`config.mk`:
```
export PLATFORM = sky130hd
export DESIGN_NAME = order_gate
export DESIGN_NICKNAME = d
export VERILOG_FILES = /design/src/hw/hft_pkg.sv /design/src/hw/order_gate.sv
export SDC_FILE = /design/constraint.sdc
export NUM_CORES = 1
export LEC_CHECK = 0
export BUFFER_PORTS_ARGS = -buffer_cell sky130_fd_sc_hd__buf_2
export CAP_MARGIN = 20
export CORE_MARGIN = 10
export CORE_UTILIZATION = 37
export CTS_BUF_LIST = sky130_fd_sc_hd__clkbuf_4 sky130_fd_sc_hd__clkbuf_8
export CTS_CLUSTER_DIAMETER = 80
export DETAILED_ROUTE_END_ITERATION = 16
export GPL_ROUTABILITY_DRIVEN = 1
export PLACE_DENSITY = 0.58
export SYNTH_ARGS = -nofsm -noshare
export SYNTH_HDL_FRONTEND = slang
export SYNTH_SLANG_ARGS = --single-unit
```
`constraint.sdc`:
```
create_clock -name i_clk -period 5.2 [get_ports i_clk]
set_input_delay 0.26 -clock i_clk [delete_from_list [all_inputs] [get_ports i_clk]]
set_output_delay 0.26 -clock i_clk [all_outputs]
set_load 0.01 [all_outputs]
```
`src/hw/hft_pkg.sv`:
```
package hft_pkg;

    // Widths behind the shared vector types.
    localparam int PRICE_W = 32;
    localparam int QTY_W   = 16;

    // Price in ticks, also used for the deviation, the risk budget and word 2.
    typedef logic [PRICE_W-1:0] price_t;

    typedef logic [QTY_W-1:0] qty_t;

    // Net position in shares, signed so short positions are negative.
    typedef logic signed [PRICE_W-1:0] position_t;

    typedef logic [1:0] stock_id_t;

    // Integer multiplier applied to the deviation to form the band.
    typedef logic [7:0] thresh_t;

    // Word 1 is {12'b0, stock id, hold, side, quantity}.
    typedef logic [31:0] order_word_t;

    typedef enum logic {
        BUY  = 1'b0,
        SELL = 1'b1
    } side_t;

endpackage

```
`src/hw/order_gate.sv`:
```
`timescale 1ns/100ps

module order_gate
    import hft_pkg::*;
(
    input  logic        i_clk,
    input  logic        i_rst_n,
    input  logic        i_valid,
    input  side_t       i_side,
    input  logic        i_hold,
    input  price_t      i_exec_price,
    input  qty_t        i_quantity,
    input  position_t   i_position_limit,
    input  stock_id_t   i_stock_id,
    output logic        o_order_valid,
    output order_word_t o_order_word_1,
    output order_word_t o_order_word_2,
    output position_t   o_position
);

    localparam int PAD_W = $bits(order_word_t) - QTY_W - $bits(stock_id_t) - 2;

    position_t   position_q;
    position_t   qty_ext;
    position_t   projected;
    position_t   proj_mag;
    logic        over_limit;
    logic        hold_bit;
    order_word_t word_1;

    always_comb begin
        qty_ext    = position_t'(i_quantity);
        projected  = (i_side == SELL) ? position_q - qty_ext : position_q + qty_ext;
        proj_mag   = projected[PRICE_W-1] ? -projected : projected;
        over_limit = proj_mag > i_position_limit;
        hold_bit   = i_hold | over_limit; // Either the signal or the risk check holds.
        word_1     = {{PAD_W{1'b0}}, i_stock_id, hold_bit, i_side, i_quantity};
    end

    // Every released order is assumed to fill in full.
    always_ff @(posedge i_clk or negedge i_rst_n) begin
        if (!i_rst_n) begin
            o_order_valid <= 1'b0;
            position_q    <= '0;
        end else begin
            o_order_valid <= i_valid;
            if (i_valid && !hold_bit) begin
                position_q <= projected;
            end
        end
    end

    always_ff @(posedge i_clk) begin
        if (i_valid) begin
            o_order_word_1 <= word_1;
            o_order_word_2 <= i_exec_price;
        end
    end

    assign o_position = position_q;

endmodule

```
==> metrics.cfg <==
[status]
outcome=finished, violations left
violations=setup timing

[finish]
finish.instance_area_um2=10470
num_antenna_cells=0
syn2layout_area_growth_pct=48.64
multiInputGateArea_um2=4534
seqCellArea_um2=2387
nets=1311
final_core_util_pct=55.95
drive_gt1_share_pct=45.18
nFillCells=1705

[synthesis]
synth_top_family_by_area=compound AO/OA/AOI/OAI gates
synth_mux_area_share_pct=5.882
synth-seq-area-share_pct=33.91
yosys.area_share.simple_pct=15.91
ys_ff_latch=85
synth_fa_ha_area_share_pct=12.01
synth_area_leaders=edfxtp_1, dfrtp_1, ha_1
synth_top_area_cell=edfxtp_1
synth_common_cells=ha_1, nor2_1, inv_1
synth_edf_count=52
ys.flop_type=edfxtp_1
ys_async_sr_fraction_pct=38.82
yosysMostFrequentCell=ha_1
avgSynthCellArea_um2=9.325
ys_warn_count=0
netlist_instances=755
synth-xor-area-share_pct=6.469
synth_top_area_share_pct=22.18
ys_types=73
synthesis.area_um2=7041
synth-compound-area-share_pct=20.10

[pwr]
vdd_ir_drop_max_uv=240.5
power_mw=7.214
cellPowerDensity_nw_per_um2=689.3
power_leakage_nw=5.068

[place]
gp_congestion=0.9257
port_buffers=171
dp_hpwl_mm=20.70
placement.cell_area_um2=9816

[timing]
setup_violations=33
finalHoldViolations=0
clock.fmax_ghz=0.1708
period_minus_slack_ps=5855
finalCritPeriodShare_pct=112.6
slew_headroom_pct=41.10
finalClockSkew_ps=16.25
tightest_slew_ps=883.4
finalWorstSetupSlack_ps=-654.9
final-max-slew-violation-count=0
rsz0062_at_grt=true

[critical_path]
arrival_ps=6150
reg2reg_slack_ps=-380
r2r_start=o_position[0]
cp_max_fo=8
crit_type=primary input to register
cp_data_required_time_ps=5500
cp_slowest_cell=or4_4
cp-startpoint=i_quantity[2]
reg2reg_to=o_position[18]
critPathMaxStageDelay_ps=490
startpoint_type=primary input
ff2ff_path_depth=23
end_kind=register
crit_end=o_position[18]

[global_route]
grt_remaining_overflow=0
grt_max_degree=54
grt_use_total_pct=19.95
grt_pass1_wl_mm=38.54
grt_pass1_vias=7144
grt_antenna_before_repair=0

[clocking]
cts_tree=yes
root_buffer=clkbuf_8
cts_buffers=9
clk_pin_slew_ps=120
worstSkewPairLatency_ps=400
clock_tree.buffer_depth=2
cts.htree.levels=3
cts.sinks=85

[floorplanning]
top_level_ports=184
core_um2=18710
die_area_um2=24950
die_w_um=157.9
start_util_pct=37.64
placementRows=50
die_h_um=157.9

[worst_hold_path]
hold_path_class=primary input to register
min_from=i_exec_price[0]

[routing]
drc=0
first_pass_iters=5
wl_mm=25.52
drtIter0Drc=435
via_count=7225
drtAntennaViolNets=0
vias_per_cell=5.176
drt-wirelength-per-cell_um=18.28

[run]
max_cap_violations=0

## power breakdown
group	internal (mW)	switching, mW
Clock	0.195	0.315
Sequential	0.881	0.130
Combinational	2.86	2.84
## stage by stage
step	hold slack (ps)	cells	TNS, ps	worst slack [ps]
after floorplan	-35.59	766	-23690	-775.5
after global placement	426.0	1363	-33580	-1059
after detailed placement	434.8	1363	-37550	-1184
after CTS	12.77	1390	-18730	-616.7
after global routing	17.29	1396	-26960	-863.3
final	29.90	1396	-20220	-654.9
## worst min path at each step
stage	slack (ps)	depth (start not counted)	endpoint
global route	20	1	o_order_word_2[26]
floorplan	-40	0	o_order_valid
global placement	430	1	o_position[7]
detailed placement	430	1	o_position[7]
CTS	10	1	o_order_word_1[19]
finish	30	1	o_order_word_2[0]
## layer usage
metal  global-route usage [%]  wire (µm)  vias to the layer above
met5                        0          0                        -
met4                    5.249        372                        0
met3                    3.311       1719                       25
met2                    32.59      11480                      215
met1                    26.73      11940                     3386
li1                         -          -                     3599
## critical path, delay by kind of cell
kind                     cells  cell delay [ps]
AO/OA/AOI/OAI                7             1720
XOR/XNOR                     2              280
adder cells (fa/ha/maj)      2              650
buffers and inverters        4              560
multiplexers                 1              290
AND/OR/NAND/NOR             13             2370
## logic make-up after synthesis
family,Yosys count
and+or+nand+nor,222
buffers and inverters,87
other,1
muxes,38
adders and majority gates,67
AOI/OAI and AO/OA,203
DFF,85
xor gates and xnor gates,52
## sequential cells by signal, indices dropped and copies added (netlist names)
register,cells
o_order_word_2,32
o_order_valid,1
o_position,32
o_order_word_1,20
## cell type report
| type | count | share of cell area (%) |
|---|---|---|
| well taps | 234 | 2.798 |
| flip-flops and latches | 85 | 22.81 |
| repair buffers | 414 | 27.13 |
| inverters | 53 | 1.901 |
| clock inverters | 7 | 0.8489 |
| multi-input cells | 594 | 43.33 |
| clock buffers | 9 | 1.184 |
## placed cells by master (no fill, tap or decap), drive strengths merged, types with 5 or more instances in the layout
cell / count
inv: 56
nand4: 21
nor2b: 7
and2: 10
and4: 5
nand3: 11
a211oi: 6
a21o: 20
or3: 11
dfrtp: 33
xor2: 15
a31o: 9
nor3: 17
or2: 5
ha: 66
o21ai: 42
buf: 413
and3: 8
o31ai: 10
mux2i: 11
clkbuf: 9
conb: 12
or4: 5
edfxtp: 52
nor2: 64
mux2: 27
xnor2: 37
nand2: 46
a21oi: 53
o211ai: 11
nor4: 7
o21a: 13
## timing repair
action | 4_1_cts | 5_1_grt
resized for setup | 33 | 35
cloned | 3 | 0
endpoints found under the setup margin | 33 | 33
setup buffers | 8 | 6
pin swaps | 16 | 23
hold buffers | 1 | 0
endpoints found under the hold margin | 1 | 0
(Power assumes the default switching activity.)
