<file path="src/hw/hft_pkg.sv">
package hft_pkg;

    // Widths behind the shared vector types.
    localparam int PRICE_W = 32;
    localparam int QTY_W   = 16;

    // Price in ticks, also used for the deviation, the risk budget and word 2.
    typedef logic [PRICE_W-1:0] price_t;

    typedef logic [QTY_W-1:0] qty_t;

    // Net position in shares, signed so short positions are negative.
    typedef logic signed [PRICE_W-1:0] position_t;

    typedef logic [1:0] stock_id_t;

    // Integer multiplier applied to the deviation to form the band.
    typedef logic [7:0] thresh_t;

    // Word 1 is {12'b0, stock id, hold, side, quantity}.
    typedef logic [31:0] order_word_t;

    typedef enum logic {
        BUY  = 1'b0,
        SELL = 1'b1
    } side_t;

endpackage

</file>
<file path="src/hw/signal_generator.sv">
`timescale 1ns/100ps

module signal_generator
    import hft_pkg::*;
(
    input  logic    i_clk,
    input  logic    i_rst_n,
    input  logic    i_valid,
    input  price_t  i_price,
    input  price_t  i_best_bid,
    input  price_t  i_best_ask,
    input  price_t  i_mean,
    input  price_t  i_dev,
    input  thresh_t i_threshold,
    output logic    o_valid,
    output side_t   o_side,
    output logic    o_hold,
    output price_t  o_exec_price,
    output price_t  o_dev
);

    localparam int BAND_W = PRICE_W + $bits(thresh_t);
    localparam int EDGE_W = BAND_W + 1;

    logic [BAND_W-1:0] band;
    logic [EDGE_W-1:0] upper_edge;
    logic [BAND_W-1:0] lower_edge;
    logic              above_band;
    logic              below_band;

    always_comb begin
        band       = BAND_W'(i_threshold) * BAND_W'(i_dev);
        upper_edge = EDGE_W'(i_mean) + EDGE_W'(band);
        lower_edge = BAND_W'(i_mean) - band;
        above_band = EDGE_W'(i_price) > upper_edge;
        // No price can sit below a band wider than the mean.
        below_band = (band <= BAND_W'(i_mean)) && (BAND_W'(i_price) < lower_edge);
    end

    always_ff @(posedge i_clk or negedge i_rst_n) begin
        if (!i_rst_n) begin
            o_valid <= 1'b0;
        end else begin
            o_valid <= i_valid;
        end
    end

    always_ff @(posedge i_clk) begin
        if (i_valid) begin
            o_dev <= i_dev;
            if (above_band) begin
                o_side       <= SELL; // Rich price, hit the bid.
                o_hold       <= 1'b0;
                o_exec_price <= i_best_bid;
            end else if (below_band) begin
                o_side       <= BUY; // Cheap price, lift the ask.
                o_hold       <= 1'b0;
                o_exec_price <= i_best_ask;
            end else begin
                o_side       <= BUY;
                o_hold       <= 1'b1;
                o_exec_price <= i_best_ask;
            end
        end
    end

endmodule

</file>
<file path="config.mk">
export PLATFORM = sky130hd
export DESIGN_NAME = signal_generator
export DESIGN_NICKNAME = d
export VERILOG_FILES = /design/src/hw/hft_pkg.sv /design/src/hw/signal_generator.sv
export SDC_FILE = /design/constraint.sdc
export NUM_CORES = 1
export LEC_CHECK = 0
export BUFFER_PORTS_ARGS = -buffer_cell sky130_fd_sc_hd__buf_2
export CAP_MARGIN = 20
export CORE_MARGIN = 5
export CORE_UTILIZATION = 61
export DETAILED_ROUTE_END_ITERATION = 6
export PLACE_DENSITY = 0.84
export SYNTH_ARGS = -nofsm -noshare
export SYNTH_HDL_FRONTEND = slang
export SYNTH_SLANG_ARGS = --single-unit
</file>
<file path="constraint.sdc">
create_clock -name i_clk -period 0.8 [get_ports i_clk]
set_input_delay 0.08 -clock i_clk [delete_from_list [all_inputs] [get_ports i_clk]]
set_output_delay 0.08 -clock i_clk [all_outputs]
set_load 0.02 [all_outputs]
</file>
==> results of run 1 <==
==> repair_timing <==
item,CTS
hold buffers,4
endpoints found under the hold margin,4
gates resized for setup,210
gates cloned,4
buffers inserted,31
pin swaps,76
setup endpoints to repair,101
==> layer usage <==
| metal | overflow | track usage [%] |
|---|---|---|
| met4 | 10 | 66.85 |
| met3 | 1 | 56.86 |
| met2 | 16 | 86.07 |
| met1 | 0 | 65.22 |
| met5 | 0 | 31.94 |
==> metrics by stage <==
stage / hold slack, ps / utilization, %
global placement: -126.7 / 82.61
floorplan: -215.6 / -
CTS: 9.970 / 88.15
detailed placement: -115.1 / 82.61
==> cells by family after synthesis <==
kind of cell	synth area share [%]
buf+inv	7.843
simple gates	17.95
flops	12.49
xor+xnor	5.171
mux	3.006
compound gates	15.90
fa+ha+maj	37.63
==> results.py, run 1 <==
metrics = {
    "run_status": {
        "status": "stopped before the end",
        "lastStage": "global routing",
        "firstError": "[ERROR GRT-0232] Routing congestion too high. Check the congestion heatmap in the GUI.",
    },
    "logic_synthesis": {
        "yosysTopAreaCell": "fa_1",
        "synthTopCellsByCount": "inv_1 (262), and2_1 (194), ha_1 (192), fa_1 (182), nand2_1 (122)",
        "syn_avg_cell_area_um2": 8.886,
        "ys_types": 79,
        "async_reset_ff_share_pct": 1.493,
        "seq_area_frac_synth_pct": 12.49,
        "synth-main-ff-cell": "edfxtp_1",
        "synth_area_leaders": "fa_1 (23%), ha_1 (15%), edfxtp_1 (12%)",
        "yosysWarnings": 0,
        "synth_top_area_share_pct": 22.68,
        "synth.net_count": 2353,
        "netlist_instances": 1808,
        "synth_area_mm2": 0.01607,
        "synth_enable_flop_cells": 66,
        "synth-seq-cells": 67,
        "synth_most_common_cell": "inv_1",
    },
    "sta": {
        "worst_endpoint_kind": "register input",
        "crit_endpoint": "o_exec_price[4]$_DFFE_PP_/D",
    },
    "place": {
        "globalplace.congestion": 0.9509,
        "port_buffers": 237,
        "dp_hpwl_mm": 47.49,
        "dpl_cell_area_mm2": 0.02147,
        "dp_slack_ps": -8562,
        "dp_cells": 2842,
    },
    "global_routing": {
        "grt_start_max_net_pins": 26,
        "grt_usage_pct": 68.67,
        "grt_overflow": 27,
    },
    "cts": {
        "clockRootBuffer": "clkbuf_16",
        "h-tree-depth": 3,
        "clock_sinks": 67,
        "clk_path_buf_depth": 2,
        "cts_made_buffers": 9,
    },
    "floorplan": {
        "die_x_um": 172.3,
        "row_count": 59,
        "initial_core_util_pct": 61.83,
        "die_h_um": 172.3,
        "io_pins": 238,
    },
}
==> run 2, diff against run 1 <==
--- a/config.mk
+++ b/config.mk
@@ -8,9 +8,9 @@
 export BUFFER_PORTS_ARGS = -buffer_cell sky130_fd_sc_hd__buf_2
 export CAP_MARGIN = 20
 export CORE_MARGIN = 5
-export CORE_UTILIZATION = 61
+export CORE_UTILIZATION = 40
 export DETAILED_ROUTE_END_ITERATION = 6
-export PLACE_DENSITY = 0.84
+export PLACE_DENSITY_LB_ADDON = 0.15
 export SYNTH_ARGS = -nofsm -noshare
 export SYNTH_HDL_FRONTEND = slang
 export SYNTH_SLANG_ARGS = --single-unit
==> run 2 against run 1 <==
Against the previous run: the flow now finishes, with violations (setup timing); synthesized area did not move; synthesized cell count did not move.
==> results.py, run 2 <==
metrics = {
    "setup_path": {
        "cp_slowest_stage_delay_ps": 570,
        "worstPathRequired_ps": 890,
        "path_common_cell": "fa_1",
        "cp_max_fo": 7,
        "crit_path_start_kind": "input pin",
        "arrival_ps": 8360,
        "critPathCaptureType": "flip-flop",
        "cpMaxStageDelayCell": "fa_1",
        "crit_type": "input pin to flip-flop",
        "crit_path_start": "i_dev[4]",
    },
    "sta": {
        "setup_viol": 101,
        "relSlewSlack_pct": 53.28,
        "rsz0062_at_grt": "true",
        "post-route-period-util_pct": 1034,
        "hold_violations": 0,
        "finalWorstSetupSlack_ps": -7469,
        "tightestPinTransition_ps": 691.8,
        "fin_crit_ps": 8269,
        "slew_violations": 0,
        "max_freq_mhz": 120.9,
    },
    "place": {
        "dpl_cell_area_mm2": 0.02159,
        "port_buffers": 237,
        "dp_hpwl_mm": 43.00,
        "globalplace.congestion": 0.9683,
    },
    "final_layout": {
        "drive_above_1_share_pct": 37.65,
        "antennaDiodeCount": 0,
        "regArea_mm2": 0.002007,
        "area_delta_synth_final_pct": 44.61,
        "mostFrequentLayoutCell": "buf_4",
        "nNetsFinal": 3074,
        "layout_common_cells": "buf_4 (516), inv_1 (257), ha_1 (181)",
        "nFillCells": 3584,
        "multi_input_area_mm2": 0.01347,
        "design_area_mm2": 0.02323,
        "reg_top3": "o_dev x32, o_exec_price x32",
    },
    "cts": {
        "clock_sinks": 67,
        "clockRootBuffer": "clkbuf_16",
        "cts_made_buffers": 9,
        "cts_tree": "done",
        "clk_path_buf_depth": 2,
        "clk_pin_slew_worst_paths_ps": 70,
        "h-tree-depth": 3,
    },
    "global_routing": {
        "grt_pass1_wl_mm": 80.23,
        "grt_start_max_net_pins": 52,
        "antenna_found_initial": 1,
        "grt_overflow": 0,
        "grt_pass1_vias": 15970,
        "grt_usage_pct": 22.04,
    },
    "logic_synthesis": {
        "synthTopCellsByCount": "inv_1 (262), and2_1 (194), ha_1 (192), fa_1 (182), nand2_1 (122)",
        "yosysTopAreaCell": "fa_1",
        "ys_types": 79,
        "synth_area_leaders": "fa_1 (23%), ha_1 (15%), edfxtp_1 (12%)",
        "synth_top_area_share_pct": 22.68,
        "synth_area_mm2": 0.01607,
        "yosysWarnings": 0,
        "synth_enable_flop_cells": 66,
        "seq_area_frac_synth_pct": 12.49,
        "synth-main-ff-cell": "edfxtp_1",
        "synth_most_common_cell": "inv_1",
        "netlist_instances": 1808,
        "synth.net_count": 2353,
        "synth-seq-cells": 67,
        "async_reset_ff_share_pct": 1.493,
        "syn_avg_cell_area_um2": 8.886,
    },
    "drt": {
        "drt_iter0_drc": 776,
        "drc": 0,
        "antenna_left": 0,
        "vias": 15390,
        "first_pass_iters": 5,
        "routed_wl_mm": 50.40,
        "vias_per_cell": 5.030,
        "wl_per_cell_um": 16.48,
    },
    "min_path": {
        "hp-start": "i_best_ask[11]",
        "hp-class": "input pin to flip-flop",
    },
    "floorplan": {
        "design.core.area_mm2": 0.03973,
        "die_x_um": 210.4,
        "row_count": 73,
        "die_h_um": 210.4,
        "io_pins": 238,
        "die_area_mm2": 0.04427,
        "initial_core_util_pct": 40.43,
    },
    "run_status": {
        "violations": "setup timing",
        "status": "finished with violations",
    },
    "job": {
        "maxCapViolations": 0,
    },
}
==> run 2: critical path, delay by kind of cell <==
family | cells | cell delay [ps]
adders and majority gates | 7 | 2830
AOI/OAI and AO/OA | 12 | 2240
buffers and inverters | 5 | 540
and+or+nand+nor | 11 | 2100
xor gates and xnor gates | 2 | 280
muxes | 1 | 280
==> run 2: layout make-up <==
cell class                 count  share of cell area (%)
timing repair buffer         772                   24.89
multi-input combinational   1414                   57.96
inverter                     265                   4.282
clock buffer                   9                  0.9694
clock inverter                 7                  0.4362
tap                          525                   2.827
sequential                    67                   8.638
==> run 2: metal layers <==
metal	up-vias	wire (µm)	GRT usage, %
li1	7515	-	-
met1	7573	21020	28.78
met2	235	27040	40.22
met3	61	1415	1.979
met4	2	924	4.181
met5	-	11	0
==> run 2: cells by family after synthesis <==
family | count (synthesis) | synth area share, %
xor+xnor | 94 | 5.171
mux | 33 | 3.006
compound gates | 375 | 15.90
fa+ha+maj | 374 | 37.63
simple gates | 538 | 17.95
flops | 67 | 12.49
buf+inv | 327 | 7.843
==> run 2: metrics by stage <==
stage	util [%]	TNS [ps]	hold slack, ps	cells	setup WS [ps]
CTS	56.88	-271710	13.54	3049	-7706
floorplan	-	-257450	-215.6	1808	-7610
global placement	54.34	-279830	-145.3	3017	-8215
finish	58.47	-262900	23.99	3059	-7469
global route	58.47	-276760	21.68	3059	-7820
detailed placement	54.34	-286770	-144.9	3017	-8417
==> run 2: repair_timing <==
action | in CTS | in global routing
hold buffers | 5 | 0
gates cloned | 1 | 1
hold endpoints to repair | 5 | 0
gates resized for setup | 141 | 131
endpoints found under the setup margin | 101 | 101
buffers inserted | 12 | 10
pin swaps | 43 | 68
==> run 2: worst paths after layout <==
kind,to,slack (ps),cells past startpoint
max,o_exec_price[1],-7470,38
min,o_exec_price[11],20,2
max in group asynchronous,o_valid,670,2
min in group asynchronous,o_valid,50,2
Power of run 2 is not shown: default switching activity piles up to over one toggle a cycle in this logic, so the estimate is an artifact.
