`src/hw/hft_pkg.sv`:
```
package hft_pkg;

    // Widths behind the shared vector types.
    localparam int PRICE_W = 32;
    localparam int QTY_W   = 16;

    // Price in ticks, also used for the deviation, the risk budget and word 2.
    typedef logic [PRICE_W-1:0] price_t;

    typedef logic [QTY_W-1:0] qty_t;

    // Net position in shares, signed so short positions are negative.
    typedef logic signed [PRICE_W-1:0] position_t;

    typedef logic [1:0] stock_id_t;

    // Integer multiplier applied to the deviation to form the band.
    typedef logic [7:0] thresh_t;

    // Word 1 is {12'b0, stock id, hold, side, quantity}.
    typedef logic [31:0] order_word_t;

    typedef enum logic {
        BUY  = 1'b0,
        SELL = 1'b1
    } side_t;

endpackage

```
`src/hw/price_stats.sv`:
```
`timescale 1ns/100ps

module price_stats
    import hft_pkg::*;
#(
    parameter int SMOOTH_SHIFT = 4
)
(
    input  logic   i_clk,
    input  logic   i_rst_n,
    input  logic   i_tick_valid,
    input  price_t i_price,
    input  price_t i_best_bid,
    input  price_t i_best_ask,
    output logic   o_valid,
    output price_t o_price,
    output price_t o_best_bid,
    output price_t o_best_ask,
    output price_t o_mean,
    output price_t o_dev
);

    logic                    first_tick;
    price_t                  mean_q;
    price_t                  dev_q;
    logic signed [PRICE_W:0] price_diff;
    price_t                  abs_diff;
    logic signed [PRICE_W:0] dev_diff;
    logic signed [PRICE_W:0] mean_next;
    logic signed [PRICE_W:0] dev_next;

    // One extra bit keeps the differences signed without overflow.
    always_comb begin
        price_diff = $signed({1'b0, i_price}) - $signed({1'b0, mean_q});
        abs_diff   = price_diff[PRICE_W] ? price_t'(-price_diff) : price_t'(price_diff);
        dev_diff   = $signed({1'b0, abs_diff}) - $signed({1'b0, dev_q});
        mean_next  = $signed({1'b0, mean_q}) + (price_diff >>> SMOOTH_SHIFT);
        dev_next   = $signed({1'b0, dev_q}) + (dev_diff >>> SMOOTH_SHIFT);
    end

    always_ff @(posedge i_clk or negedge i_rst_n) begin
        if (!i_rst_n) begin
            first_tick <= 1'b1;
            mean_q     <= '0;
            dev_q      <= '0;
            o_valid    <= 1'b0;
        end else begin
            o_valid <= i_tick_valid;
            if (i_tick_valid) begin
                first_tick <= 1'b0;
                if (first_tick) begin
                    mean_q <= i_price; // Seed the mean, deviation stays zero.
                end else begin
                    mean_q <= price_t'(mean_next);
                    dev_q  <= price_t'(dev_next);
                end
            end
        end
    end

    // The statistics sent on are the ones from before this tick.
    always_ff @(posedge i_clk) begin
        if (i_tick_valid) begin
            o_price    <= i_price;
            o_best_bid <= i_best_bid;
            o_best_ask <= i_best_ask;
            o_mean     <= mean_q;
            o_dev      <= dev_q;
        end
    end

endmodule

```
`config.mk`:
```
export PLATFORM = sky130hd
export DESIGN_NAME = price_stats
export DESIGN_NICKNAME = d
export VERILOG_FILES = /design/src/hw/hft_pkg.sv /design/src/hw/price_stats.sv
export SDC_FILE = /design/constraint.sdc
export NUM_CORES = 1
export LEC_CHECK = 0
export CELL_PAD_IN_SITES_DETAIL_PLACEMENT = 0
export CELL_PAD_IN_SITES_GLOBAL_PLACEMENT = 1
export CORE_MARGIN = 8
export CORE_UTILIZATION = 51
export CTS_BUF_LIST = sky130_fd_sc_hd__clkbuf_8
export DETAILED_ROUTE_END_ITERATION = 7
export DONT_BUFFER_PORTS = 1
export GPL_ROUTABILITY_DRIVEN = 0
export PLACE_DENSITY_LB_ADDON = 0.1
export SETUP_SLACK_MARGIN = 0.5
export SKIP_CTS_REPAIR_TIMING = 1
export SYNTH_ARGS = -nofsm -noshare
export SYNTH_HDL_FRONTEND = slang
export SYNTH_SLANG_ARGS = --single-unit
export TNS_END_PERCENT = 50
```
`constraint.sdc`:
```
create_clock -name i_clk -period 9.15 [get_ports i_clk]
set_clock_uncertainty 0.1 [all_clocks]
set_input_delay 1.3725 -clock i_clk [delete_from_list [all_inputs] [get_ports i_clk]]
set_output_delay 1.3725 -clock i_clk [all_outputs]
set_load 0.1 [all_outputs]
```
==> results of run 1 <==
## cell usage in the layout (no fill, tap or decap), drive strengths merged, types with 5 or more instances in the layout
| master | instances |
|---|---|
| o41ai | 6 |
| inv | 119 |
| nand2b | 17 |
| nor3 | 30 |
| o211ai | 9 |
| nand4 | 12 |
| nand3 | 36 |
| or3 | 10 |
| o21bai | 10 |
| a21oi | 109 |
| and2 | 10 |
| nor4 | 6 |
| o221ai | 5 |
| o31a | 6 |
| a211o | 5 |
| or2 | 7 |
| ha | 128 |
| and3 | 16 |
| o31ai | 13 |
| mux2i | 7 |
| o21ai | 126 |
| nor2 | 99 |
| a211oi | 15 |
| xnor2 | 81 |
| clkbuf | 42 |
| dfrtp | 65 |
| nor2b | 16 |
| buf | 37 |
| nor3b | 11 |
| o21a | 29 |
| xor2 | 32 |
| nand2 | 119 |
| clkinv | 7 |
| edfxtp | 160 |
| a31oi | 17 |
| a311oi | 6 |
| a21o | 49 |
## layer usage
| metal | GRT usage | up-vias |
|---|---|---|
| li1 | - | 5515 |
| met1 | 0.2876 | 5106 |
| met2 | 0.3221 | 346 |
| met3 | 0.05002 | 38 |
| met4 | 0.04609 | 0 |
| met5 | 0 | - |
## sequential cells by signal (all words and copies together), names as in the netlist
signal and count:
dev_q 32, mean_q 32, o_best_ask 32, o_best_bid 32
o_dev 32, o_mean 32, o_price 32, first_tick 1
o_valid 1
## worst max-delay path, delay by kind of cell
kind	cells	cell delay, ns
compound gates	17	3.95
buf+inv	3	0.25
fa+ha+maj	4	1.10
xor+xnor	2	0.24
simple gates	8	1.23
mux	1	0.22
## metrics by stage
step                      setup WS (ns)    util  hold WS (ns)  instance area (µm²)  std cells
after floorplan                  0.5019       -        0.3249                14670       1472
after global placement           0.3028  0.5352        0.3550                15240       1848
after detailed placement         0.1668  0.5352        0.3371                15240       1848
after CTS                        0.6856  0.5596        0.3684                15930       1916
after global routing             0.4994  0.5632        0.3865                16030       1922
final                             1.065  0.5632        0.3697                16030       1922
## cell families after synthesis
logic type | synth area share
compound gates | 0.1970
xor+xnor | 0.06813
fa+ha+maj | 0.1135
buf+inv | 0.03676
flops | 0.4412
mux | 0.007095
simple gates | 0.1363
## synth_stat cells (6+ instances only)
library cell               instances  area [µm²]
sky130_fd_sc_hd__a211oi_1         13       97.59
sky130_fd_sc_hd__buf_2             7       35.03
sky130_fd_sc_hd__a21oi_1         103       515.5
sky130_fd_sc_hd__mux2i_1           7       70.07
sky130_fd_sc_hd__and3_1           16       100.1
sky130_fd_sc_hd__or3_1            10       62.56
sky130_fd_sc_hd__nand4_1          12       75.07
sky130_fd_sc_hd__nor2b_1          16       100.1
sky130_fd_sc_hd__o211ai_1          9       67.56
sky130_fd_sc_hd__nand2_1         119       446.7
sky130_fd_sc_hd__a31oi_1          17       106.4
sky130_fd_sc_hd__nor2_1           99       371.6
sky130_fd_sc_hd__inv_1           102       382.9
sky130_fd_sc_hd__o31ai_1          11       82.58
sky130_fd_sc_hd__dfrtp_1          65        1627
sky130_fd_sc_hd__nor3b_1          11       82.58
sky130_fd_sc_hd__a21o_1           49       367.9
sky130_fd_sc_hd__o21bai_1         10       75.07
sky130_fd_sc_hd__o21a_1           28       210.2
sky130_fd_sc_hd__o21ai_0         122       610.6
sky130_fd_sc_hd__xor2_1           31       271.5
sky130_fd_sc_hd__o41ai_1           6       52.55
sky130_fd_sc_hd__nor3_1           30       150.1
sky130_fd_sc_hd__ha_1            128        1602
sky130_fd_sc_hd__xnor2_1          81       709.4
sky130_fd_sc_hd__edfxtp_1        160        4805
sky130_fd_sc_hd__clkbuf_1         27       101.4
sky130_fd_sc_hd__nand2b_1         17       106.4
sky130_fd_sc_hd__o31a_1            6       52.55
sky130_fd_sc_hd__and2_1           10       62.56
sky130_fd_sc_hd__nand3_1          36       180.2
## cell type report
cell class                 count  area (µm²)
clock buffer                  42       578.1
clock inverter                26       113.9
fill                        2620       12440
inverter                     102       382.9
multi-input combinational   1105        7731
sequential                   226        6457
tap                          384       480.5
timing repair buffer          37       290.3
## final timing paths
check,startpoint,to,slack [ns],cells past startpoint
worst max-delay path,i_price[0],dev_q[30],1.07,35
worst min-delay path,dev_q[31],o_dev[31],0.37,0
worst max register to register,mean_q[0],dev_q[30],1.52,34
worst min register to register,dev_q[31],o_dev[31],0.37,0
max in group asynchronous,i_rst_n,first_tick,8.33,0
min in group asynchronous,i_rst_n,mean_q[10],0.43,0
==> results.rst, run 1 <==
.. list-table::
   :header-rows: 1

   * - Metric
     - Value
   * - Slew of the pin with the lowest slew margin
     - 1.035 ns
   * - All-layer global routing usage
     - 0.2067
   * - Mapped Area
     - ~0.015 mm²
   * - Crit path time final
     - 8.085 ns
   * - Post-route fraction of the period consumed by the critical path
     - 0.8836
   * - CTS Root Cell
     - sky130_fd_sc_hd__clkbuf_8
   * - Net count of the mapped netlist
     - 1702
   * - Total count of max-transition violations in the final report
     - 0
   * - Post-synthesis sequential element count
     - between 200 and 250
   * - TritonCTS clock tree
     - built
   * - Sequential area share after synthesis
     - 0.4412
   * - Total of buffers placed on input and output ports
     - 0
   * - Uppermost layer routed
     - met4
   * - Asr flop ratio synth
     - 0.2920
   * - Setup TNS
     - 0 ns
   * - Violation count after the first detailed-route iteration
     - just under 600
   * - Type of the setup path with the least slack
     - in -> reg
   * - RSZ-0062 raised after global routing
     - no
   * - Number of antenna violations at the first check in global routing
     - 0
   * - I/O pin count
     - 260
   * - Nets
     - 1740
   * - Vias after detailed routing
     - between 10000 and 15000
   * - Classification of the worst-slack hold path
     - reg -> reg
   * - CP max stage delay
     - 0.38 ns
   * - DR DRC count
     - 0
   * - Routed metal-1 wire length
     - between 15 and 20 mm
   * - Synth-to-layout area growth
     - 9.548%
   * - Detail Route Antenna Nets
     - 0
   * - Overflow left after global routing
     - 0
   * - Routed length on met2
     - approximately 16 mm
   * - Worst Path Max Fanout
     - 15
   * - TritonCTS Sinks
     - 226
   * - Deepest level of the CTS H-tree
     - 2
   * - Number of setup violations in the final report
     - 0
   * - Number of buffers inserted during clock tree synthesis
     - 38
   * - Layout cells sized above 1
     - 0.08453
   * - Setup crit start kind
     - input pin
   * - Core Footprint
     - between 0.02 and 0.03 mm²
   * - Primary flip-flop cell chosen by synthesis mapping
     - sky130_fd_sc_hd__edfxtp_1
   * - Number of enable flip-flop cells after synthesis
     - 160
   * - Mapped Cells
     - between 1000 and 1500
   * - Number of warning messages in the yosys log
     - 0
   * - Number of hold violations in the final report
     - 0
   * - Detailed placement HPWL
     - around 28 mm
   * - Skew-Pair Late Insertion Delay
     - 0.54 ns
   * - Worst setup EP type
     - flip-flop
   * - Result of the run
     - completed
   * - Die height
     - 185.4 µm
   * - First-pass iteration count of the detailed router
     - 5
   * - Max Buffers Root-to-Sink
     - 3
   * - MaxCap Viol Count
     - 0
   * - Peak Freq
     - 123.7 MHz
   * - Via density per instance
     - 5.726
   * - Pin count of the biggest net entering global routing
     - 230
   * - Average wire length per cell after detail routing
     - ~19 µm
   * - Unique masters post-synth
     - 85
   * - Vias in the first global route
     - between 10000 and 15000
   * - Die X-Extent
     - 185.4 µm
   * - Final wirelength
     - around 36 mm
   * - First-pass GRT wire length
     - around 57 mm
   * - Avg Cell Area, Syn
     - 9.943 µm²
   * - Worst endpoint data arrival time
     - 8.38 ns
   * - Antenna diode count
     - 0
   * - Master of the slowest instance on the critical path
     - sky130_fd_sc_hd__o41a_1
   * - Required time reported for the critical path endpoint
     - between 9 and 10 ns
   * - Clk pin slew, worst setup/hold paths
     - approximately 0.06 ns
   * - Max_slew headroom
     - 0.3050
   * - Number of standard-cell rows in the floorplan
     - 62
   * - Area enclosed by the die boundary
     - 0.03438 mm²
   * - Initial cell density of the core
     - 0.5141
   * - DR WL met3
     - 2.595 mm
Power of run 1 is left out: the tool's default activity adds up to more than one toggle a clock period on the data nets, which glitch-free logic cannot reach.
==> run 2, diff against run 1 <==
BUFFER_PORTS_ARGS = -buffer_cell sky130_fd_sc_hd__buf_2   (was unset)
CORE_UTILIZATION = 45   (was 51)
DONT_BUFFER_PORTS = unset   (was 1)
REMOVE_ABC_BUFFERS = 1   (was unset)
TNS_END_PERCENT = unset   (was 50)
==> run 2 against run 1 <==
Effect of this change: final cell count grew 19%; hold slack lost 0.0043 ns; register-to-register slack lost 0.16 ns; fmax shrank 3.2%.
==> results.rst, run 2 (synthesized netlist as in run 1, its figures left out) <==
.. list-table::
   :header-rows: 1

   * - Metric
     - Value
   * - Result of the run
     - completed
   * - Max Buffers Root-to-Sink
     - 3 (unchanged)
   * - Total of buffers placed on input and output ports
     - 259 (+259)
   * - Setup slack of the critical path after layout
     - 0.8002 ns (-0.2650 ns)
   * - Max_slew headroom
     - 0.2730 (-0.03205)
   * - Violation count after the first detailed-route iteration
     - 639 (+9.2%)
   * - Pin count of the biggest net entering global routing
     - 89 (-61%)
   * - R2r endpoint
     - dev_q[31]
   * - Most frequent standard cell in the layout excluding fill and tap cells
     - sky130_fd_sc_hd__buf_2
   * - Skew-Pair Late Insertion Delay
     - 0.54 ns (about the same)
   * - Total count of max-transition violations in the final report
     - 0 (unchanged)
   * - Non-filler instance count after layout
     - 2296 (+19%)
   * - Initial cell density of the core
     - 0.4533 (-0.06080)
   * - All-layer global routing usage
     - 0.1955 (-0.01112)
   * - Via density per instance
     - 5.236 (-8.6%)
   * - Master of the slowest instance on the critical path
     - sky130_fd_sc_hd__or4b_4
   * - Synth-to-layout area growth
     - 22.36%
   * - Destination of the critical timing path
     - dev_q[31]
   * - Antenna diode count
     - 0 (unchanged)
   * - DR WL met3
     - 2.556 mm (-1.5%)
   * - Worst Path Max Fanout
     - 12 (-3)
   * - TritonCTS Sinks
     - 226 (unchanged)
   * - Area enclosed by the die boundary
     - 0.03855 mm² (+12%)
   * - Crit path depth
     - 38 (+8.6%)
   * - Slew of the pin with the lowest slew margin
     - 1.077 ns (+0.04142 ns)
   * - Final wirelength
     - 38.58 mm (+5.8%)
   * - Detailed placement HPWL
     - 29.99 mm (+7.4%)
   * - Deepest level of the CTS H-tree
     - 2 (unchanged)
   * - Cell count after placement
     - 2220 (+20%)
   * - I/O pin count
     - 260 (unchanged)
   * - First-pass iteration count of the detailed router
     - 5 (unchanged)
   * - Setup TNS
     - 0 ns (unchanged)
   * - Routed metal-1 wire length
     - 18.32 mm (+5.3%)
   * - Detail Route Antenna Nets
     - 0 (unchanged)
   * - Reg-to-reg critical path startpoint
     - mean_q[0]
   * - Setup crit start kind
     - input pin
   * - Average wire length per cell after detail routing
     - 16.80 µm (-11%)
   * - Vias after detailed routing
     - 12022 (+9.2%)
   * - Peak Freq
     - 119.8 MHz (-3.2%)
   * - Clk pin slew, worst setup/hold paths
     - 0.05 ns (about the same)
   * - Crit path time final
     - 8.350 ns (+0.2650 ns)
   * - Post-route fraction of the period consumed by the critical path
     - 0.9125 (+0.02896)
   * - CTS Root Cell
     - sky130_fd_sc_hd__clkbuf_8
   * - Worst setup EP type
     - flip-flop
   * - Core Footprint
     - 0.03229 mm² (+13%)
   * - Number of setup violations in the final report
     - 0 (unchanged)
   * - Most used cells in the layout excluding fill and tap cells
     - sky130_fd_sc_hd__buf_2 (257), sky130_fd_sc_hd__edfxtp_1 (160), sky130_fd_sc_hd__ha_1 (128), sky130_fd_sc_hd__nand2_1 (118), sky130_fd_sc_hd__o21ai_0 (116)
   * - Number of buffers inserted during clock tree synthesis
     - 39 (+2.6%)
   * - Die X-Extent
     - 196.4 µm (+5.9%)
   * - Largest delay contributor family on the critical path
     - compound AO/OA/AOI/OAI gates
   * - Classification of the worst-slack hold path
     - reg -> reg
   * - Post-placement setup slack
     - -0.1126 ns (-0.2794 ns)
   * - Overflow left after global routing
     - 0 (unchanged)
   * - Core utilization of the finished layout
     - 0.5547 (-0.008521)
   * - Number of cell instances on the worst register-to-register path
     - 36 (+5.9%)
   * - Worst setup path startpoint
     - i_price[0]
   * - Number of antenna violations at the first check in global routing
     - 0 (unchanged)
   * - Vias in the first global route
     - 11907 (+12%)
   * - Required time reported for the critical path endpoint
     - 9.44 ns (about the same)
   * - Layout cells sized above 1
     - 0.2406 (+0.1560)
   * - Number of hold violations in the final report
     - 0 (unchanged)
   * - Routed length on met2
     - 17.01 mm (+6.7%)
   * - Nets
     - 2056 (+18%)
   * - RSZ-0062 raised after global routing
     - yes
   * - TritonCTS clock tree
     - built
   * - Sum of buffers and inverters on the critical path
     - 6 (+3)
   * - Die height
     - 196.4 µm (+5.9%)
   * - DR DRC count
     - 0 (unchanged)
   * - Uppermost layer routed
     - met4
   * - Worst endpoint data arrival time
     - 8.64 ns (+0.26 ns)
   * - MaxCap Viol Count
     - 0 (unchanged)
   * - First-pass GRT wire length
     - 62.09 mm (+8.4%)
   * - Type of the setup path with the least slack
     - in -> reg
   * - Reg2reg setup slack
     - 1.36 ns (-0.16 ns)
   * - CP max stage delay
     - 0.54 ns (+0.16 ns)
   * - Number of standard-cell rows in the floorplan
     - 66 (+6.5%)
==> run 2: cell types whose count changed in the layout (fill, tap and decap cells not counted), moves of 2 or more <==
| cell | change |
|---|---|
| sky130_fd_sc_hd__nor4_1 | +2 |
| sky130_fd_sc_hd__clkinvlp_4 | -2 |
| sky130_fd_sc_hd__buf_4 | +56 |
| sky130_fd_sc_hd__inv_1 | -4 |
| sky130_fd_sc_hd__clkbuf_8 | +5 |
| sky130_fd_sc_hd__nor4_2 | -2 |
| sky130_fd_sc_hd__buf_2 | +257 |
==> run 2: final cells by class <==
| class | count | area, µm² |
|---|---|---|
| clock buffer | 47 | 646.9 |
| clock inverter | 22 | 113.9 |
| fill | 2972 | 14380 |
| inverter | 102 | 382.9 |
| multi-input combinational | 1105 | 7719 |
| sequential | 226 | 6457 |
| tap | 442 | 553.0 |
| timing repair buffer | 352 | 2037 |
==> run 2: stage by stage <==
stage / instance area, µm² / hold slack [ns]
6_report: 17910 / 0.3654
5_1_grt: 17910 / 0.3786
4_1_cts: 17770 / 0.3650
3_5_place_dp: 17010 / 0.3524
3_3_place_gp: 17010 / 0.3529
2_1_floorplan: 14480 / 0.3249
==> run 2: worst min-delay path by stage <==
stage	from	end	slack, ns	cells after the start
2_1_floorplan	dev_q[31]	o_dev[31]	0.32	0
3_3_place_gp	dev_q[31]	o_dev[31]	0.35	0
3_5_place_dp	dev_q[31]	o_dev[31]	0.35	0
4_1_cts	dev_q[31]	o_dev[31]	0.37	0
5_1_grt	dev_q[31]	o_dev[31]	0.38	0
6_report	dev_q[31]	o_dev[31]	0.37	0
==> run 2: per-layer routing <==
layer | GRT usage | vias up
met1 | 0.2646 | 5517
met3 | 0.04588 | 48
met4 | 0.05390 | 0
met5 | 0 | -
li1 | - | 6149
met2 | 0.3109 | 308
Power of run 2 is left out for the same reason.
==> run 3, diff against run 2 <==
CORE_UTILIZATION = 49   (was 45)
clock period = 10.7 ns   (was 9.15 ns; I/O delays follow)
==> run 3 against run 2 <==
Effect of this change: hold slack about the same; clock-buffer cell count down 7; critical path type unchanged; first-iteration DRC count down 5.9%; global-route usage up 0.62 points; via count down 2.0%; core utilization up 2.3 points; register-to-register slack better by 0.64 ns; flip-flop and latch count unchanged; setup slack better by 0.39 ns.
==> results.rst, run 3 (synthesized netlist as in run 1, its figures left out) <==
.. list-table::
   :header-rows: 1

   * - Metric
     - Value
   * - Setup crit start kind
     - input pin
   * - Total of buffers placed on input and output ports
     - 259 (unchanged)
   * - Number of antenna violations at the first check in global routing
     - 0 (unchanged)
   * - Detailed placement HPWL
     - 29.15 mm (-2.8%)
   * - Pin count of the biggest net entering global routing
     - 88 (-1.1%)
   * - Number of setup violations in the final report
     - 0 (unchanged)
   * - Max_slew headroom
     - 0.3607 (+0.08776)
   * - Area enclosed by the die boundary
     - 0.03566 mm² (-7.5%)
   * - CTS Root Cell
     - sky130_fd_sc_hd__clkbuf_8
   * - First-pass GRT wire length
     - 59.44 mm (-4.3%)
   * - TritonCTS Sinks
     - 226 (unchanged)
   * - Result of the run
     - completed
   * - Peak Freq
     - 105.2 MHz
   * - I/O pin count
     - 260 (unchanged)
   * - Number of buffers inserted during clock tree synthesis
     - 37 (-5.1%)
   * - Max Buffers Root-to-Sink
     - 3 (unchanged)
   * - Via density per instance
     - 5.467 (+4.4%)
   * - TritonCTS clock tree
     - built
   * - Die X-Extent
     - 188.8 µm (-3.8%)
   * - Nets
     - 1968 (-4.3%)
   * - Type of the setup path with the least slack
     - in -> reg
   * - Number of standard-cell rows in the floorplan
     - 63 (-4.5%)
   * - First-pass iteration count of the detailed router
     - 5 (unchanged)
   * - Antenna diode count
     - 0 (unchanged)
   * - CP max stage delay
     - 0.69 ns (+0.15 ns)
   * - MaxCap Viol Count
     - 0 (unchanged)
   * - Worst Path Max Fanout
     - 16 (+4)
   * - Core utilization of the finished layout
     - 0.5780 (+0.02336)
   * - Layout cells sized above 1
     - 0.1971 (-0.04351)
   * - Post-route fraction of the period consumed by the critical path
     - 0.8884
   * - Master of the slowest instance on the critical path
     - sky130_fd_sc_hd__or4b_2
   * - Crit path time final
     - roughly 9.5 ns
   * - Sum of buffers and inverters on the critical path
     - 4 (-2)
   * - Worst endpoint data arrival time
     - 9.82 ns (+1.18 ns)
   * - Classification of the worst-slack hold path
     - reg -> reg
   * - Skew-Pair Late Insertion Delay
     - 0.54 ns (about the same)
   * - Most used cells in the layout excluding fill and tap cells
     - sky130_fd_sc_hd__buf_2 (258), sky130_fd_sc_hd__edfxtp_1 (160), sky130_fd_sc_hd__ha_1 (128), sky130_fd_sc_hd__o21ai_0 (121), sky130_fd_sc_hd__nand2_1 (118)
   * - Setup TNS
     - 0 ns (unchanged)
   * - Slew of the pin with the lowest slew margin
     - 0.9589 ns (-0.1180 ns)
   * - Vias in the first global route
     - 11539 (-3.1%)
   * - Total count of max-transition violations in the final report
     - 0 (unchanged)
   * - Clk pin slew, worst setup/hold paths
     - 0.06 ns (about the same)
   * - Die height
     - 188.8 µm (-3.8%)
   * - Final wirelength
     - 37.20 mm (-3.6%)
   * - Largest delay contributor family on the critical path
     - compound AO/OA/AOI/OAI gates
   * - RSZ-0062 raised after global routing
     - no
   * - Most frequent standard cell in the layout excluding fill and tap cells
     - sky130_fd_sc_hd__buf_2
   * - Worst setup EP type
     - flip-flop
   * - Deepest level of the CTS H-tree
     - 2 (unchanged)
   * - Detail Route Antenna Nets
     - 0 (unchanged)
   * - Violation count after the first detailed-route iteration
     - 601 (-5.9%)
   * - Number of hold violations in the final report
     - 0 (unchanged)
   * - Core Footprint
     - 0.02956 mm² (-8.5%)
   * - Initial cell density of the core
     - 0.4952 (+0.04185)
   * - Vias after detailed routing
     - 11787 (-2.0%)
   * - Required time reported for the critical path endpoint
     - 11.01 ns (+1.57 ns)
   * - Overflow left after global routing
     - 0 (unchanged)
   * - All-layer global routing usage
     - 0.2018 (+0.006238)
   * - Synth-to-layout area growth
     - 16.74%
   * - Average wire length per cell after detail routing
     - 17.26 µm (+2.7%)
   * - DR DRC count
     - 0 (unchanged)
[run 3: changes by cell type in the layout (fill, tap and decap cells not counted), sizes merged]
cell / previous run / this run
bufinv: 1 / 3
clkbuf: 48 / 40
clkinv: 8 / 9
buf: 351 / 266
inv: 115 / 117
[run 3: worst paths after layout]
kind                            start        end  depth (start not counted)  slack, ns
setup / recovery           i_price[0]  dev_q[31]                         37       1.19
hold / removal              dev_q[31]  o_dev[31]                          0       0.37
setup reg to reg            mean_q[0]  dev_q[31]                         35       2.00
hold reg to reg             dev_q[31]  o_dev[31]                          0       0.37
max in group asynchronous     i_rst_n  dev_q[17]                          2       8.68
min in group asynchronous     i_rst_n  mean_q[7]                          2       1.20
[run 3: stage by stage]
step / hold WS [ns] / instance area [µm²] / setup WS [ns] / cells
floorplan: 0.3249 / 14480 / 0.4718 / 1433
global placement: 0.3667 / 16340 / 0.5686 / 2089
detailed placement: 0.3564 / 16340 / 0.3842 / 2089
CTS: 0.3712 / 17080 / 0.9281 / 2156
global route: 0.3865 / 17090 / 0.5033 / 2156
finish: 0.3655 / 17090 / 1.194 / 2156
[run 3: worst register-to-register path, delay by kind of cell, from the launching register on]
kind,cells,cell delay (ns)
and+or+nand+nor,8,1.84
adders and majority gates,4,1.35
AOI/OAI and AO/OA,17,3.98
DFF,1,0.40
buffers and inverters,2,0.32
xor gates and xnor gates,4,0.60
[run 3: cell type report]
| cell class | count | area, µm² |
|---|---|---|
| flip-flops and latches | 226 | 6457 |
| repair buffers | 266 | 1359 |
| multi-input cells | 1105 | 7660 |
| clock inverters | 27 | 188.9 |
| well taps | 390 | 488.0 |
| fillers | 2626 | 12470 |
| clock buffers | 40 | 550.5 |
| inverters | 102 | 382.9 |
[run 3: routing by layer]
metal  track usage  part of all wire  vias to the layer above
met5             0                 0                        -
met4       0.05021             0.020                        0
met3       0.04806             0.078                       57
met2        0.3262              0.44                      374
met1        0.2691              0.46                     5389
li1              -                 -                     5967
Power of run 3 is left out for the same reason.
